**config.mk**
```make
export PLATFORM = sky130hd
export DESIGN_NAME = st_glue_top
export DESIGN_NICKNAME = d
export VERILOG_FILES = /design/src/st_glue_pkg.sv /design/src/boot_gate.sv /design/src/ram_scrambler.sv /design/src/sd_arbiter.sv /design/src/st_input_merge.sv /design/src/st_glue_top.sv
export SDC_FILE = /design/constraint.sdc
export NUM_CORES = 1
export LEC_CHECK = 0
export BUFFER_PORTS_ARGS = -buffer_cell sky130_fd_sc_hd__buf_2
export CAP_MARGIN = 15
export CORE_AREA = 2 2 149 151
export DETAILED_ROUTE_END_ITERATION = 6
export DIE_AREA = 0 0 151 153
export GPL_TIMING_DRIVEN = 0
export PLACE_DENSITY_LB_ADDON = 0.1
export SLEW_MARGIN = 20
export SYNTH_ARGS = -nofsm -noshare
export SYNTH_HDL_FRONTEND = slang
export SYNTH_SLANG_ARGS = --single-unit
```
**constraint.sdc**
```tcl
create_clock -name clk_32 -period 2.4 [get_ports clk_32]
set_input_delay 0.48 -clock clk_32 [delete_from_list [all_inputs] [get_ports clk_32]]
set_output_delay 0.48 -clock clk_32 [all_outputs]
set_load 0.02 [all_outputs]
```
**src/st_glue_pkg.sv**
```systemverilog
// shared widths and constants for the st system glue
// every glue block pulls these in with a wildcard import in its header
package st_glue_pkg;

  // st cpu word address, bits 23 down to 1
  localparam int ram_addr_w      = 23;
  // sdram word address, bits 22 down to 1
  localparam int ram_word_addr_w = 22;
  // lowest of the two address bits xored on coldboot
  localparam int scramble_lo     = 3;

  // sd card sector interface
  localparam int sd_lba_w        = 32;
  localparam int sd_img_size_w   = 32;
  localparam int sd_byte_w       = 8;
  localparam int sd_chan_w       = 2;  // two drives per requester

  // keyboard matrix as seen by the ikbd
  localparam int kbd_rows        = 15;
  localparam int kbd_cols        = 8;

  // merged joystick, fire plus four directions
  localparam int joy_w           = 5;

  // boot wait counter
  localparam int boot_cnt_w      = 32;
  // 2 s at 32 MHz
  localparam logic [boot_cnt_w-1:0] boot_timeout_default = 32'd64_000_000;

  // sd arbiter owner encoding
  localparam logic owner_fdc     = 1'b0;
  localparam logic owner_acsi    = 1'b1;

endpackage

```
**src/boot_gate.sv**
```systemverilog
`timescale 1ns/10ps
// holds the st in reset until the mcu has mounted a disk image or the
// boot wait has run out, then folds in the board ready flags and resets
module boot_gate import st_glue_pkg::*; #(
  parameter logic [boot_cnt_w-1:0] timeout_cycles = boot_timeout_default
) (
  input  logic                     clk_32,
  input  logic                     rst_n,
  input  logic [sd_img_size_w-1:0] sd_img_size,   // nonzero once an image is mounted
  input  logic                     pll_lock,
  input  logic                     ram_ready,
  input  logic                     flash_ready,
  input  logic                     reset_button,  // high while pressed
  input  logic                     sys_reset_req, // reset request from the mcu
  output logic                     sd_ready,
  output logic                     core_reset_n
);

  logic [boot_cnt_w-1:0] wait_cnt; // cycles since reset release
  logic                  img_seen;
  logic                  timed_out;

  assign img_seen  = (sd_img_size != '0);
  assign timed_out = (wait_cnt >= timeout_cycles); // counter sits at the limit

  // wait for the mcu to open a default image
  always_ff @(posedge clk_32) begin
    if (!rst_n) begin
      wait_cnt <= '0;
      sd_ready <= 1'b0;
    end else if (!sd_ready) begin
      if (img_seen)
        sd_ready <= 1'b1; // card initialized, image present

      if (!timed_out)
        wait_cnt <= wait_cnt + 1'b1;
      else
        sd_ready <= 1'b1; // give up and boot without image
    end
  end

  // st runs only when every source agrees
  assign core_reset_n = sd_ready
                      & ram_ready
                      & flash_ready
                      & pll_lock
                      & ~reset_button
                      & ~sys_reset_req;

  // boot decision is sticky until the next reset
  a_sd_ready_sticky: assert property (
    @(posedge clk_32) (rst_n && sd_ready) |=> sd_ready
  );

endmodule

```
**src/ram_scrambler.sv**
```systemverilog
`timescale 1ns/10ps
// invalidates ram contents on every coldboot by xoring two word address
// bits with a counter, and blocks accesses to the upper 8 MB
module ram_scrambler import st_glue_pkg::*; (
  input  logic                     clk_32,
  input  logic                     rst_n,
  input  logic                     coldboot,     // coldboot flag from the mcu
  input  logic [ram_addr_w:1]      ram_req_addr, // chipset word address
  input  logic                     ram_ras_n,
  output logic [ram_word_addr_w:1] ram_addr_s,   // to the sdram controller
  output logic                     ram_cs
);

  logic       coldboot_d; // last sampled flag
  logic [1:0] scramble;   // coldboot edges mod 4

  always_ff @(posedge clk_32) begin
    if (!rst_n) begin
      coldboot_d <= 1'b0;
      scramble   <= 2'd0;
    end else begin
      coldboot_d <= coldboot;
      if (coldboot && !coldboot_d)
        scramble <= scramble + 2'd1; // wraps after four boots
    end
  end

  // bit 23 dropped and the two bits from scramble_lo up get the counter
  always_comb begin
    ram_addr_s = ram_req_addr[ram_word_addr_w:1];
    ram_addr_s[scramble_lo+1:scramble_lo] =
      ram_req_addr[scramble_lo+1:scramble_lo] ^ scramble;
  end

  assign ram_cs = ~ram_ras_n & ~ram_req_addr[ram_addr_w]; // only lower 8 MB

  // each coldboot edge moves the scramble on by one
  a_scramble_step: assert property (
    @(posedge clk_32) disable iff (!rst_n)
      $rose(coldboot) |=> (scramble == $past(scramble) + 2'd1)
  );

endmodule

```
**src/sd_arbiter.sv**
```systemverilog
`timescale 1ns/10ps
// shares the single sd sector interface between floppy and acsi
// the last requester keeps ownership so its lba and write data stay selected
module sd_arbiter import st_glue_pkg::*; (
  input  logic                   clk_32,
  input  logic                   rst_n,
  // floppy controller side
  input  logic [sd_chan_w-1:0]   fdc_rd,
  input  logic [sd_chan_w-1:0]   fdc_wr,
  input  logic [sd_lba_w-1:0]    fdc_lba,
  input  logic [sd_byte_w-1:0]   fdc_wr_byte,
  // acsi hard disk side
  input  logic [sd_chan_w-1:0]   acsi_rd,
  input  logic [sd_chan_w-1:0]   acsi_wr,
  input  logic [sd_lba_w-1:0]    acsi_lba,
  input  logic [sd_byte_w-1:0]   acsi_wr_byte,
  // sd card side
  output logic [2*sd_chan_w-1:0] sd_rd_req, // acsi channels on top
  output logic [2*sd_chan_w-1:0] sd_wr_req,
  output logic [sd_lba_w-1:0]    sd_lba,
  output logic [sd_byte_w-1:0]   sd_wr_byte
);

  logic owner;     // owner_fdc or owner_acsi
  logic owner_nxt;
  logic fdc_req;
  logic acsi_req;
  logic sel_acsi;

  assign fdc_req  = |{fdc_rd, fdc_wr};
  assign acsi_req = |{acsi_rd, acsi_wr};

  // two state fsm, the latest requester wins
  always_comb begin
    owner_nxt = owner;
    case (owner)
      owner_fdc: begin
        if (acsi_req)
          owner_nxt = owner_acsi;
      end
      owner_acsi: begin
        if (fdc_req)
          owner_nxt = owner_fdc;
      end
      default: owner_nxt = owner_fdc;
    endcase
  end

  always_ff @(posedge clk_32) begin
    if (!rst_n)
      owner <= owner_fdc;
    else if (fdc_req || acsi_req)
      owner <= owner_nxt; // only moves on a request
  end

  // an acsi request takes the port at once, before the owner flop follows
  assign sel_acsi = acsi_req || (owner == owner_acsi);

  assign sd_rd_req  = {acsi_rd, fdc_rd};
  assign sd_wr_req  = {acsi_wr, fdc_wr};
  assign sd_lba     = sel_acsi ? acsi_lba     : fdc_lba;
  assign sd_wr_byte = sel_acsi ? acsi_wr_byte : fdc_wr_byte;

  // the dma engine serializes floppy and acsi accesses
  a_no_dual_req: assert property (
    @(posedge clk_32) disable iff (!rst_n) !(fdc_req && acsi_req)
  );

endmodule

```
**src/st_input_merge.sv**
```systemverilog
`timescale 1ns/10ps
// reduces the hid keyboard matrix to the column byte the ikbd scans,
// and merges the mcu joystick with the board joystick pins
module st_input_merge import st_glue_pkg::*; (
  input  logic [kbd_rows-1:0][kbd_cols-1:0] kbd_rows_in, // per row, low = key down
  input  logic [kbd_rows-1:0]               kbd_row_sel, // active low row strobes
  input  logic [joy_w-1:0]                  hid_joy,     // from the mcu, active high
  input  logic [joy_w-1:0]                  joy_pins,    // board pins, active low
  output logic [kbd_cols-1:0]               kbd_col,
  output logic [joy_w-1:0]                  joy
);

  // wired and of all strobed rows, idle lines float high
  always_comb begin
    kbd_col = '1;
    for (int r = 0; r < kbd_rows; r++) begin
      if (!kbd_row_sel[r])
        kbd_col &= kbd_rows_in[r];
    end
  end

  // either source can press a direction
  assign joy = hid_joy | ~joy_pins;

endmodule

```
**src/st_glue_top.sv**
```systemverilog
`timescale 1ns/10ps
// glue between the board and the st chipset
// boot gating, ram scrambling, sd arbitration and input merging
module st_glue_top import st_glue_pkg::*; #(
  parameter logic [boot_cnt_w-1:0] timeout_cycles = boot_timeout_default
) (
  input  logic                              clk_32,
  input  logic                              rst_n,
  // board status and resets
  input  logic                              pll_lock,
  input  logic                              ram_ready,
  input  logic                              flash_ready,
  input  logic                              reset_button,
  input  logic                              sys_reset_req,
  input  logic                              coldboot,
  input  logic [sd_img_size_w-1:0]          sd_img_size,
  // chipset ram request
  input  logic [ram_addr_w:1]               ram_req_addr,
  input  logic                              ram_ras_n,
  // sector requesters
  input  logic [sd_chan_w-1:0]              fdc_rd,
  input  logic [sd_chan_w-1:0]              fdc_wr,
  input  logic [sd_lba_w-1:0]               fdc_lba,
  input  logic [sd_byte_w-1:0]              fdc_wr_byte,
  input  logic [sd_chan_w-1:0]              acsi_rd,
  input  logic [sd_chan_w-1:0]              acsi_wr,
  input  logic [sd_lba_w-1:0]               acsi_lba,
  input  logic [sd_byte_w-1:0]              acsi_wr_byte,
  // human input
  input  logic [kbd_rows-1:0][kbd_cols-1:0] kbd_rows_in,
  input  logic [kbd_rows-1:0]               kbd_row_sel,
  input  logic [joy_w-1:0]                  hid_joy,
  input  logic [joy_w-1:0]                  joy_pins,
  // outputs
  output logic                              core_reset_n,
  output logic                              sd_ready,
  output logic [ram_word_addr_w:1]          ram_addr_s,
  output logic                              ram_cs,
  output logic [sd_lba_w-1:0]               sd_lba,
  output logic [sd_byte_w-1:0]              sd_wr_byte,
  output logic [2*sd_chan_w-1:0]            sd_rd_req,
  output logic [2*sd_chan_w-1:0]            sd_wr_req,
  output logic [kbd_cols-1:0]               kbd_col,
  output logic [joy_w-1:0]                  joy
);

  // st reset gating
  boot_gate #(
    .timeout_cycles(timeout_cycles)
  ) boot_gate0 (
    .clk_32        (clk_32),
    .rst_n         (rst_n),
    .sd_img_size   (sd_img_size),
    .pll_lock      (pll_lock),
    .ram_ready     (ram_ready),
    .flash_ready   (flash_ready),
    .reset_button  (reset_button),
    .sys_reset_req (sys_reset_req),
    .sd_ready      (sd_ready),
    .core_reset_n  (core_reset_n)
  );

  ram_scrambler ram_scrambler0 (
    .clk_32       (clk_32),
    .rst_n        (rst_n),
    .coldboot     (coldboot),
    .ram_req_addr (ram_req_addr),
    .ram_ras_n    (ram_ras_n),
    .ram_addr_s   (ram_addr_s),
    .ram_cs       (ram_cs)
  );

  sd_arbiter sd_arbiter0 (
    .clk_32       (clk_32),
    .rst_n        (rst_n),
    .fdc_rd       (fdc_rd),
    .fdc_wr       (fdc_wr),
    .fdc_lba      (fdc_lba),
    .fdc_wr_byte  (fdc_wr_byte),
    .acsi_rd      (acsi_rd),
    .acsi_wr      (acsi_wr),
    .acsi_lba     (acsi_lba),
    .acsi_wr_byte (acsi_wr_byte),
    .sd_rd_req    (sd_rd_req),
    .sd_wr_req    (sd_wr_req),
    .sd_lba       (sd_lba),
    .sd_wr_byte   (sd_wr_byte)
  );

  st_input_merge st_input_merge0 (
    .kbd_rows_in (kbd_rows_in),
    .kbd_row_sel (kbd_row_sel),
    .hid_joy     (hid_joy),
    .joy_pins    (joy_pins),
    .kbd_col     (kbd_col),
    .joy         (joy)
  );

endmodule

```
==> reports/qor.yml, run 1 <==
status: "complete, but fails checks"
violations: "negative setup slack"
finalCriticalPeriod_ns: 2.50
clock_sinks: 37
antenna_found_initial: 6
drive_above_1_share_pct: 62.5
clk_latency_ns: 0.28
htree_levels: 2
internal-power_mw: 1.58
core-area_um2: 21500
p_comb_share_pct: 37.6
die_w_um: 151
worstMarginPinSlew_ns: 0.524
top_layer: "met5"
syn_area_um2: 3110
grt_pass1_wl_um: 30200
numCtsBuffers: 5
tns_ns: -2.65
gp_congestion: 0.917
final_area_um2: 6120
drv_slew: 0
cp_max_fo: 8
dpl_cell_area_um2: 5240
crit_required_ns: 1.92
die_y_um: 153
final_common_cell: "buf_2"
start_util_pct: 14.5
fin_ws_ns: -0.0973
swShare_pct: 29.8
firstDrtPassIters: 4
ios: 383
detailedPlace.worstSlack_ns: -0.778
nets: 1042
placed_cells: 1009
finalSetupViolations: 40
syn2layout_area_growth_pct: 96.9
slew_headroom_pct: 65.1
drt_wl_total_um: 21500
p_total_mw: 2.26
synth_cells: 382
max_cap_viol_count: 0
hold_violations: 0
worstSetupEndpointType: "output port"
track_usage_pct: 17.7
rsz0062_at_grt: "true"
power_density_nw_per_um2: 369
path_clk_slew_ns: 0.06
vias_per_cell: 4.46
wl_per_cell_um: 20.9
grt_max_degree: 12
worstSetupPathType: "in2out"
peakVddDrop_mv: 0.238
wirelength_met1_um: 9280
seq_area_frac_synth_pct: 23.8
portBuffers: 347
wl_met2_um: 10100
synth.distinct_cells: 38
fmax_ghz: 0.400
p_leak_nw: 2.81
synth.avg_cell_area_um2: 8.13
seq_power_share_pct: 28.1
holdWs_ns: 0.411
drc: 0
dieArea_um2: 23100
num_vias: 4571
hpwlAfterDp_um: 18600
p_clk_share_pct: 34.2
yosys_warnings: 0
ys_ff_latch: 37
drt_iter0_drc: 231
cts_root_buf: "clkbuf_16"
cts_tree: "yes"
min_period_over_period_pct: 104
crit_arrival_ns: 2.02
fin_util_pct: 28.5
mostFrequentLayoutCells: "303 x buf_2, 47 x o22ai_1, 42 x buf_4, 39 x buf_6"
rows: 54
drtAntennaViolNets: 0
switching_power_mw: 0.674
grt_overflow_total: 0
grt_pass1_vias: 4591
critPathLaunchType: "primary input"
finClkSkew_ns: 0.00354
hp-class: "in2reg"
final_cells: 1026
syn_nets: 681
cts_max_path_buffers: 2
dr_wl_met3_um: 1730
## cells by family (layout without fill, tap and decap cells)
family,count (synthesis),after routing,share of synthesized area [%]
AND/OR/NAND/NOR,125,125,23.2
buffers and inverters,64,426,11.6
other,0,2,0
XOR/XNOR,5,5,1.41
AO/OA/AOI/OAI,101,101,22.1
adder cells (fa/ha/maj),2,2,0.805
flip-flops,37,37,23.8
multiplexers,48,48,17.1
## cell usage after synthesis (all sizes together)
| cell type | n | area [um2] |
|---|---|---|
| o22ai | 48 | 300 |
| mux2 | 40 | 450 |
| dfxtp | 37 | 741 |
| buf | 34 | 246 |
| nor4 | 24 | 150 |
| clkbuf | 21 | 78.8 |
| nand2 | 20 | 75.1 |
| or4 | 19 | 143 |
| a21boi | 14 | 105 |
| o21ai | 14 | 70.1 |
| nand2b | 12 | 75.1 |
| and2 | 10 | 62.6 |
| nand3 | 10 | 50.1 |
| inv | 9 | 33.8 |
| o31ai | 9 | 67.6 |
| mux2i | 8 | 80.1 |
| nor2 | 8 | 30.0 |
| o22a | 8 | 70.1 |
| nand4 | 6 | 37.5 |
| nor3 | 5 | 25.0 |
| or3 | 5 | 31.3 |
| o41ai | 3 | 26.3 |
| xor2 | 3 | 26.3 |
| and3 | 2 | 12.5 |
| ha | 2 | 25.0 |
| nor2b | 2 | 12.5 |
| o311ai | 2 | 17.5 |
| xnor2 | 2 | 17.5 |
| a22o | 1 | 8.76 |
| a311o | 1 | 11.3 |
| and4 | 1 | 8.76 |
| nand4b | 1 | 8.76 |
| o31a | 1 | 8.76 |
## power groups by stage
stage	Clock, mW	Sequential (mW)	Combinational [mW]
finish	0.773	0.635	0.850
global route	0.813	0.636	0.903
CTS	0.793	0.635	0.839
detailed placement	0	0.647	0.729
global placement	0	0.648	0.730
floorplan	0	0.646	0.337
## critical path, stage by stage
cell and delay [ns]:
buf_6 0.09, or4_4 0.53, nor2_4 0.13, buf_12 0.16, clkbuf_16 0.16, mux2_4 0.32
buf_6 0.14
## state kept, by name, summed over array words and instances, names as in the netlist
register	flops
ram_scrambler0.scramble	2
boot_gate0.sd_ready	1
ram_scrambler0.coldboot_d	1
sd_arbiter0.owner	1
boot_gate0.wait_cnt	32
## layer usage
layer	up-vias	GRT usage, %
met5	-	0
met2	190	28.1
met1	2172	24.3
met3	27	4.84
li1	2174	-
met4	8	3.12
## cell type report
type                            instances  area, um2
Tap cell                              280        350
Antenna cell                            2       5.00
Inverter                                9       33.8
Multi-Input combinational cell        281       2250
Clock inverter                          1       30.0
Clock buffer                            7        143
Sequential cell                        37        741
Buffer                                 55        453
Timing Repair Buffer                  354       2110
Fill cell                            2412      15400
## final timing paths
check | start | end | slack (ns) | depth (start not counted)
setup / recovery | acsi_rd[0] | sd_lba[25] | -0.1 | 7
hold / removal | coldboot | ram_scrambler0.coldboot_d$_SDFF_PN0_ | 0.41 | 2
setup reg to reg | boot_gate0.wait_cnt[17]$_SDFFE_PN0P_ | boot_gate0.wait_cnt[13]$_SDFFE_PN0P_ | 0.20 | 7
hold reg to reg | boot_gate0.wait_cnt[8]$_SDFFE_PN0P_ | boot_gate0.wait_cnt[8]$_SDFFE_PN0P_ | 0.46 | 2
## what timing repair did
item	4_1_cts	5_1_grt
setup buffers	3	0
hold buffers	0	0
endpoints found under the setup margin	48	44
pin swaps	4	2
gates resized for setup	155	22
cloned	4	0
(Power assumes the default switching activity.)
==> run 2, diff against run 1 <==
--- a/config.mk
+++ b/config.mk
@@ -7,9 +7,9 @@
 export LEC_CHECK = 0
 export BUFFER_PORTS_ARGS = -buffer_cell sky130_fd_sc_hd__buf_2
 export CAP_MARGIN = 15
-export CORE_AREA = 2 2 149 151
+export CORE_AREA = 2 2 150 152
 export DETAILED_ROUTE_END_ITERATION = 6
-export DIE_AREA = 0 0 151 153
+export DIE_AREA = 0 0 152 154
 export GPL_TIMING_DRIVEN = 0
 export PLACE_DENSITY_LB_ADDON = 0.1
 export SLEW_MARGIN = 20
==> constraint.sdc (replaced) <==
create_clock -name clk_32 -period 2.62 [get_ports clk_32]
set_input_delay 0.524 -clock clk_32 [delete_from_list [all_inputs] [get_ports clk_32]]
set_output_delay 0.524 -clock clk_32 [all_outputs]
set_load 0.02 [all_outputs]
==> run 2 against run 1 <==
- the flow still finishes with violations (negative setup slack)
- highest routed layer unchanged
- utilization is 1.6 points lower
- flip-flop and latch count stayed put
- final area is 4.7% lower
- cell count hardly changed
- via count is 0.61% lower
- critical path type unchanged
==> reports/qor.yml, run 2 (synthesized netlist as in run 1, its figures left out) <==
worstMarginPinSlew_ns: 0.556  # +0.0323 ns
p_clk_share_pct: 31.4  # -2.8 points
largest_reg_flops: 32  # unchanged
crit_top_cell: "buf_6"
gp_congestion: 0.934  # +2.0%
firstDrtPassIters: 4  # unchanged
nets: 1041  # -0.096%
die_w_um: 152  # +0.66%
mostFrequentLayoutCells: "320 x buf_2, 48 x o22ai_1, 37 x dfxtp_1, 34 x buf_4, 31 x buf_6"
final_common_cell: "buf_2"
critPathLaunchType: "primary input"
grt_pass1_vias: 4846  # +5.6%
status: "complete, but fails checks"
wl_per_cell_um: 22.1  # +5.4%
crit_arrival_ns: 2.10  # +0.08 ns
min_period_over_period_pct: 100
internal-power_mw: 1.32  # -17%
num_vias: 4543  # -0.61%
finClkSkew_ns: 0.00547  # +0.00193 ns
grt_overflow_total: 0  # unchanged
critPathMaxStageDelay_ns: 0.54  # about the same
numCtsBuffers: 5  # unchanged
hpwlAfterDp_um: 19400  # +4.4%
violations: "negative setup slack"
worstSetupPathType: "in2out"
slew_headroom_pct: 62.9  # -2.2 points
peakVddDrop_mv: 0.197  # -17%
fill_cells: 2400  # -0.50%
cp_slowest_cell: "or4_4"
drt_wl_total_um: 22600  # +5.3%
finalCriticalPeriod_ns: 2.62
seq_area_um2: 741  # unchanged
holdBufCountCts: 0  # unchanged
hp-class: "reg2reg"
core-area_um2: 21700  # +0.94%
swShare_pct: 31.5  # +1.7 points
hold_path.startpoint: "boot_gate0.wait_cnt[28]$_SDFFE_PN0P_"
die_y_um: 154  # +0.65%
holdWs_ns: 0.457  # +0.0459 ns
p_leak_nw: 2.67  # -5.0%
clk_latency_ns: 0.28  # about the same
power_density_nw_per_um2: 330  # -11%
top_register: "boot_gate0.wait_cnt"
multiInputGateArea_um2: 2110  # -6.1%
startpoint: "acsi_rd[1]"
dieArea_um2: 23400  # +1.3%
tns_ns: -0.000732  # +2.64 ns
vias_per_cell: 4.43  # -0.52%
clock_sinks: 37  # unchanged
htree_levels: 2  # unchanged
grt_pass1_wl_um: 32400  # +7.4%
switching_power_mw: 0.606  # -10%
cts_max_path_buffers: 2  # unchanged
cts_root_buf: "clkbuf_16"
cp_num_buf_inv: 4  # unchanged
crit_required_ns: 2.10  # +0.18 ns
worstSetupEndpointType: "output port"
hold_violations: 0  # unchanged
fmax_ghz: 0.382
path_cells: "buf_6, or4_4, nor2_4, buf_12, clkbuf_8, mux2_2, buf_6"
finalSetupViolations: 1  # -98%
syn2layout_area_growth_pct: 87.6
fin_ws_ns: -0.000732  # +0.0966 ns
drive_above_1_share_pct: 61.7  # -0.77 points
reg_top3: "boot_gate0.wait_cnt x32, ram_scrambler0.scramble x2"
rsz0062_at_grt: "true"
cts_tree: "yes"
ios: 383  # unchanged
cp_top_family: "simple AND/OR/NAND/NOR gates"
drv_slew: 0  # unchanged
seq_power_share_pct: 30.3  # +2.2 points
p_comb_share_pct: 38.4  # +0.8 points
track_usage_pct: 18.4  # +0.67 points
reg2reg_from: "boot_gate0.wait_cnt[17]$_SDFFE_PN0P_"
drt_iter0_drc: 211  # -8.7%
start_util_pct: 14.3  # -0.14 points
cp_max_fo: 9  # +1
path_clk_slew_ns: 0.05  # about the same
drc: 0  # unchanged
rows: 54  # unchanged
drtAntennaViolNets: 0  # unchanged
max_cap_viol_count: 0  # unchanged
antenna_found_initial: 5  # -1
grt_max_degree: 12  # unchanged
portBuffers: 347  # unchanged
[run 2: changes by cell type in the layout (fill, tap and decap cells not counted), moves of 5 or more]
cell      before  now
mux2_2         3   26
mux2_4        37   14
buf_2        303  320
buf_4         42   34
buf_6         39   31
clkbuf_4       9    2
clkbuf_2       2    7
[run 2: final timing paths]
| kind | endpoint | slack (ns) | depth (start not counted) |
|---|---|---|---|
| hold reg to reg | boot_gate0.wait_cnt[28]$_SDFFE_PN0P_ | 0.46 | 1 |
| setup reg to reg | boot_gate0.wait_cnt[13]$_SDFFE_PN0P_ | 0.40 | 7 |
| setup / recovery | sd_lba[7] | -0.0007 | 7 |
| hold / removal | boot_gate0.wait_cnt[28]$_SDFFE_PN0P_ | 0.46 | 1 |
[run 2: final cells by class]
cell class,count,share of cell area [%]
repair buffers,353,34.6
clock buffers,6,2.38
multi-input cells,281,36.2
inverters,9,0.580
clock inverters,1,0.129
plain buffers,55,7.23
diodes,3,0.129
well taps,280,6.01
flip-flops and latches,37,12.7
[run 2: routing by layer]
metal / share of wire, % / global-route usage [%]
met5: 0.16 / 0
met4: 1.4 / 4.18
met3: 7.5 / 5.78
met2: 50 / 32.0
met1: 41 / 22.2
[run 2: worst register-to-register path, cell delays in order, from the launching register on]
cell      delay, ns
dfxtp_1        0.36
nor4_1         0.30
o21ai_1        0.11
a311o_2        0.46
buf_6          0.17
buf_2          0.21
o311ai_0       0.36
o41ai_1        0.12
[run 2: power groups by stage]
stage                     combinational, mW  clock [mW]  sequential, mW
after floorplan                       0.302           0           0.592
after global placement                0.666           0           0.594
after detailed placement              0.666           0           0.594
after CTS                             0.731       0.625           0.582
after global routing                  0.787       0.648           0.583
final                                 0.738       0.604           0.582
[run 2: timing repair]
| action | CTS | global route |
|---|---|---|
| pin swaps | 1 | 0 |
| gates resized for setup | 99 | 23 |
| setup endpoints to repair | 48 | 44 |
| cloned | 4 | 0 |
| setup buffers | 2 | 0 |
[run 2: through the flow]
stage | utilization [%] | instances | instance area (um2) | power, mW | setup slack (ns)
2_1_floorplan | - | 382 | 3110 | 0.894 | 0.00101
3_3_place_gp | 23.9 | 1009 | 5190 | 1.26 | -0.484
3_5_place_dp | 23.9 | 1009 | 5190 | 1.26 | -0.531
4_1_cts | 26.5 | 1022 | 5740 | 1.94 | -0.0213
5_1_grt | 26.9 | 1024 | 5830 | 2.02 | -0.0381
6_report | 26.9 | 1025 | 5830 | 1.92 | -0.000732
==> run 3, diff against run 2 <==
--- a/config.mk
+++ b/config.mk
@@ -5,6 +5,7 @@
 export SDC_FILE = /design/constraint.sdc
 export NUM_CORES = 1
 export LEC_CHECK = 0
+export ABC_AREA = 1
 export BUFFER_PORTS_ARGS = -buffer_cell sky130_fd_sc_hd__buf_2
 export CAP_MARGIN = 15
 export CORE_AREA = 2 2 150 152
==> run 3 against run 2 <==
- the run now ends clean
- setup slack better by 0.072 ns
- register-to-register slack better by 0.51 ns
- via count is 17% higher
- power is 2.7% lower
- fmax is 2.8% higher
- wire length is 2.5% higher
- area after synthesis is 13% higher
- cell count is 23% higher
- utilization is 0.35 points lower
- critical endpoint is now kbd_col[1]
- highest routed layer unchanged
==> reports/qor.yml, run 3 <==
cts_tree: "yes"
syn_area_um2: 3510  # +13%
power_density_nw_per_um2: 325  # -1.5%
crit_arrival_ns: 2.02  # -0.08 ns
vias_per_cell: 4.23  # -4.6%
ios: 383  # unchanged
firstDrtPassIters: 5  # +1
muxShareOfSynthArea_pct: 0  # -17 points
drt_iter0_drc: 357  # +69%
start_util_pct: 16.2  # +1.8 points
synth_top_area_share_pct: 25.9  # +2.1 points
nets: 1277  # +23%
seq_area_frac_synth_pct: 21.1  # -2.7 points
num_vias: 5333  # +17%
gp_congestion: 0.933  # -0.19%
top_register: "boot_gate0.wait_cnt"
synth.avg_cell_area_um2: 5.62  # -31%
critPathLaunchType: "primary input"
slew_headroom_pct: 60.6  # -2.4 points
syn_nets: 923  # +36%
synth-compound-area-share_pct: 14.1  # -8.0 points
final_common_cell: "buf_2"
ys_ff_latch: 37  # unchanged
drv_slew: 0  # unchanged
crit_required_ns: 2.10  # about the same
ys_top_cells_by_area: "nand2_1 26%, dfxtp_1 21%, o22ai_1 9.1%"
clk_latency_ns: 0.29  # about the same
mostFrequentLayoutCells: "349 x buf_2, 242 x nand2_1, 83 x nor2_1, 51 x o22ai_1, 37 x dfxtp_1"
drc: 0  # unchanged
yosys_warnings: 0  # unchanged
reg_top3: "boot_gate0.wait_cnt x32, ram_scrambler0.scramble x2"
netlist_top_cells_count: "242 x nand2_1, 83 x nor2_1, 51 x o22ai_1"
netlist.top_cell.by_area: "nand2_1"
numCtsBuffers: 5  # unchanged
min_period_over_period_pct: 97.3  # -2.8 points
hp-class: "reg2reg"
synth_adder_area_share_pct: 0.714  # -0.092 points
worstMarginPinSlew_ns: 0.586  # +0.0300 ns
finClkSkew_ns: 0.00503  # -0.000438 ns
htree_levels: 2  # unchanged
synth-async-reset-ratio_pct: 0  # unchanged
drt_wl_total_um: 23200  # +2.5%
synth_cells: 624  # +63%
die_y_um: 154  # unchanged
antenna_found_initial: 4  # -1
hpwlAfterDp_um: 20500  # +5.3%
grt_pass1_vias: 5173  # +6.7%
drive_above_1_share_pct: 41.3  # -20 points
finalSetupViolations: 0  # -1
cts_max_path_buffers: 2  # unchanged
synth_top_family_by_area: "simple AND/OR/NAND/NOR gates"
hold_violations: 0  # unchanged
syn2layout_area_growth_pct: 64.1
reg2reg_slack_ns: 0.91  # +0.51 ns
die_w_um: 152  # unchanged
dpl_cell_area_um2: 5590  # +7.7%
dieArea_um2: 23400  # unchanged
p_leak_nw: 2.98  # +12%
grt_overflow_total: 0  # unchanged
path_clk_slew_ns: 0.06  # about the same
grt_max_degree: 14  # +2
grt_pass1_wl_um: 33100  # +2.2%
p_total_mw: 1.87  # -2.7%
final_area_um2: 5750  # -1.3%
fmax_ghz: 0.392  # +2.8%
peakVddDrop_mv: 0.165  # -16%
largest_reg_flops: 32  # unchanged
yosysMostFrequentCell: "nand2_1"
portBuffers: 347  # unchanged
clock_sinks: 37  # unchanged
cts_root_buf: "clkbuf_16"
wl_per_cell_um: 18.4  # -17%
core-area_um2: 21700  # unchanged
post-cts-setup-buffers: 0  # -2
max_cap_viol_count: 0  # unchanged
worstSetupPathType: "in2out"
synth.distinct_cells: 30  # -21%
yosys.area_share.simple_pct: 46.3  # +23 points
finalCriticalPeriod_ns: 2.55  # -0.0723 ns
drtAntennaViolNets: 0  # unchanged
synth_edf_count: 0  # unchanged
status: "completed"
rows: 54  # unchanged
rsz0062_at_grt: "false"
track_usage_pct: 18.8  # +0.42 points
synth_top_flop_cell: "dfxtp_1"
cp_max_fo: 8  # -1
synth_xor_area_share_pct: 4.00  # +2.6 points
worstSetupEndpointType: "output port"
-- run 3: cell count changes after synthesis, sizes merged, moves of 14 or more --
| cell | before | now |
|---|---|---|
| nand2 | 20 | 245 |
| inv | 9 | 35 |
| mux2 | 40 | 0 |
| a21oi | 0 | 23 |
| or4 | 19 | 0 |
| a21boi | 14 | 0 |
| nor2 | 8 | 88 |
-- run 3: power breakdown --
group	internal [mW]	switching, mW	total [mW]
Combinational	0.299	0.379	0.678
Sequential	0.571	0.00766	0.579
Clock	0.354	0.259	0.614
Total	1.22	0.647	1.87
-- run 3: what timing repair did --
action | in CTS | in global routing
setup endpoints to repair | 0 | 1
hold buffers | 0 | 0
resized for setup | 0 | 1
-- run 3: kinds of logic (layout without fill, tap and decap cells) --
logic type               count (synthesis)  count (layout)
buffers and inverters                   94             449
flip-flops                              37              37
AND/OR/NAND/NOR                        391             391
other                                    0               2
adder cells (fa/ha/maj)                  2               2
XOR/XNOR                                16              16
AO/OA/AOI/OAI                           84              84
-- run 3: final cells by class --
class / count / area [um2]
plain buffers: 58 / 350
multi-input cells: 493 / 2290
repair buffers: 347 / 1740
well taps: 280 / 350
inverters: 36 / 135
fillers: 2579 / 15900
flip-flops and latches: 37 / 741
diodes: 2 / 5.00
clock inverters: 3 / 22.5
clock buffers: 5 / 125
-- run 3: routing by layer --
layer  track usage, %  vias up  routed length, um
met2             29.2      253              10200
met4             5.61        4                629
li1                 -     2724                  -
met1             24.8     2322              10200
met3             6.20       30               2140
met5                0        -                 34
-- run 3: path summary, 6_finish.rpt --
| path | start | end | depth (start not counted) |
|---|---|---|---|
| setup / recovery | kbd_row_sel[0] | kbd_col[1] | 5 |
| hold / removal | boot_gate0.wait_cnt[26]$_SDFFE_PN0P_ | boot_gate0.wait_cnt[26]$_SDFFE_PN0P_ | 2 |
| setup reg to reg | boot_gate0.wait_cnt[1]$_SDFFE_PN0P_ | boot_gate0.wait_cnt[18]$_SDFFE_PN0P_ | 8 |
| hold reg to reg | boot_gate0.wait_cnt[26]$_SDFFE_PN0P_ | boot_gate0.wait_cnt[26]$_SDFFE_PN0P_ | 2 |
-- run 3: metrics by stage --
step / std cells / TNS, ns / hold slack, ns / setup WS (ns) / utilization (%)
after floorplan: 624 / 0 / 0.407 / 0.274 / -
after global placement: 1251 / -0.0133 / 0.416 / -0.0133 / 25.8
after detailed placement: 1251 / 0 / 0.420 / 0.0432 / 25.8
after CTS: 1259 / 0 / 0.421 / 0.0222 / 26.5
after global routing: 1260 / 0 / 0.431 / 0.0348 / 26.5
final: 1261 / 0 / 0.427 / 0.0716 / 26.5
-- run 3: worst max-delay path, stage by stage --
cell      delay, ns
clkbuf_1       0.38
o22ai_1        0.19
nor4_1         0.56
and2_1         0.20
buf_2          0.17
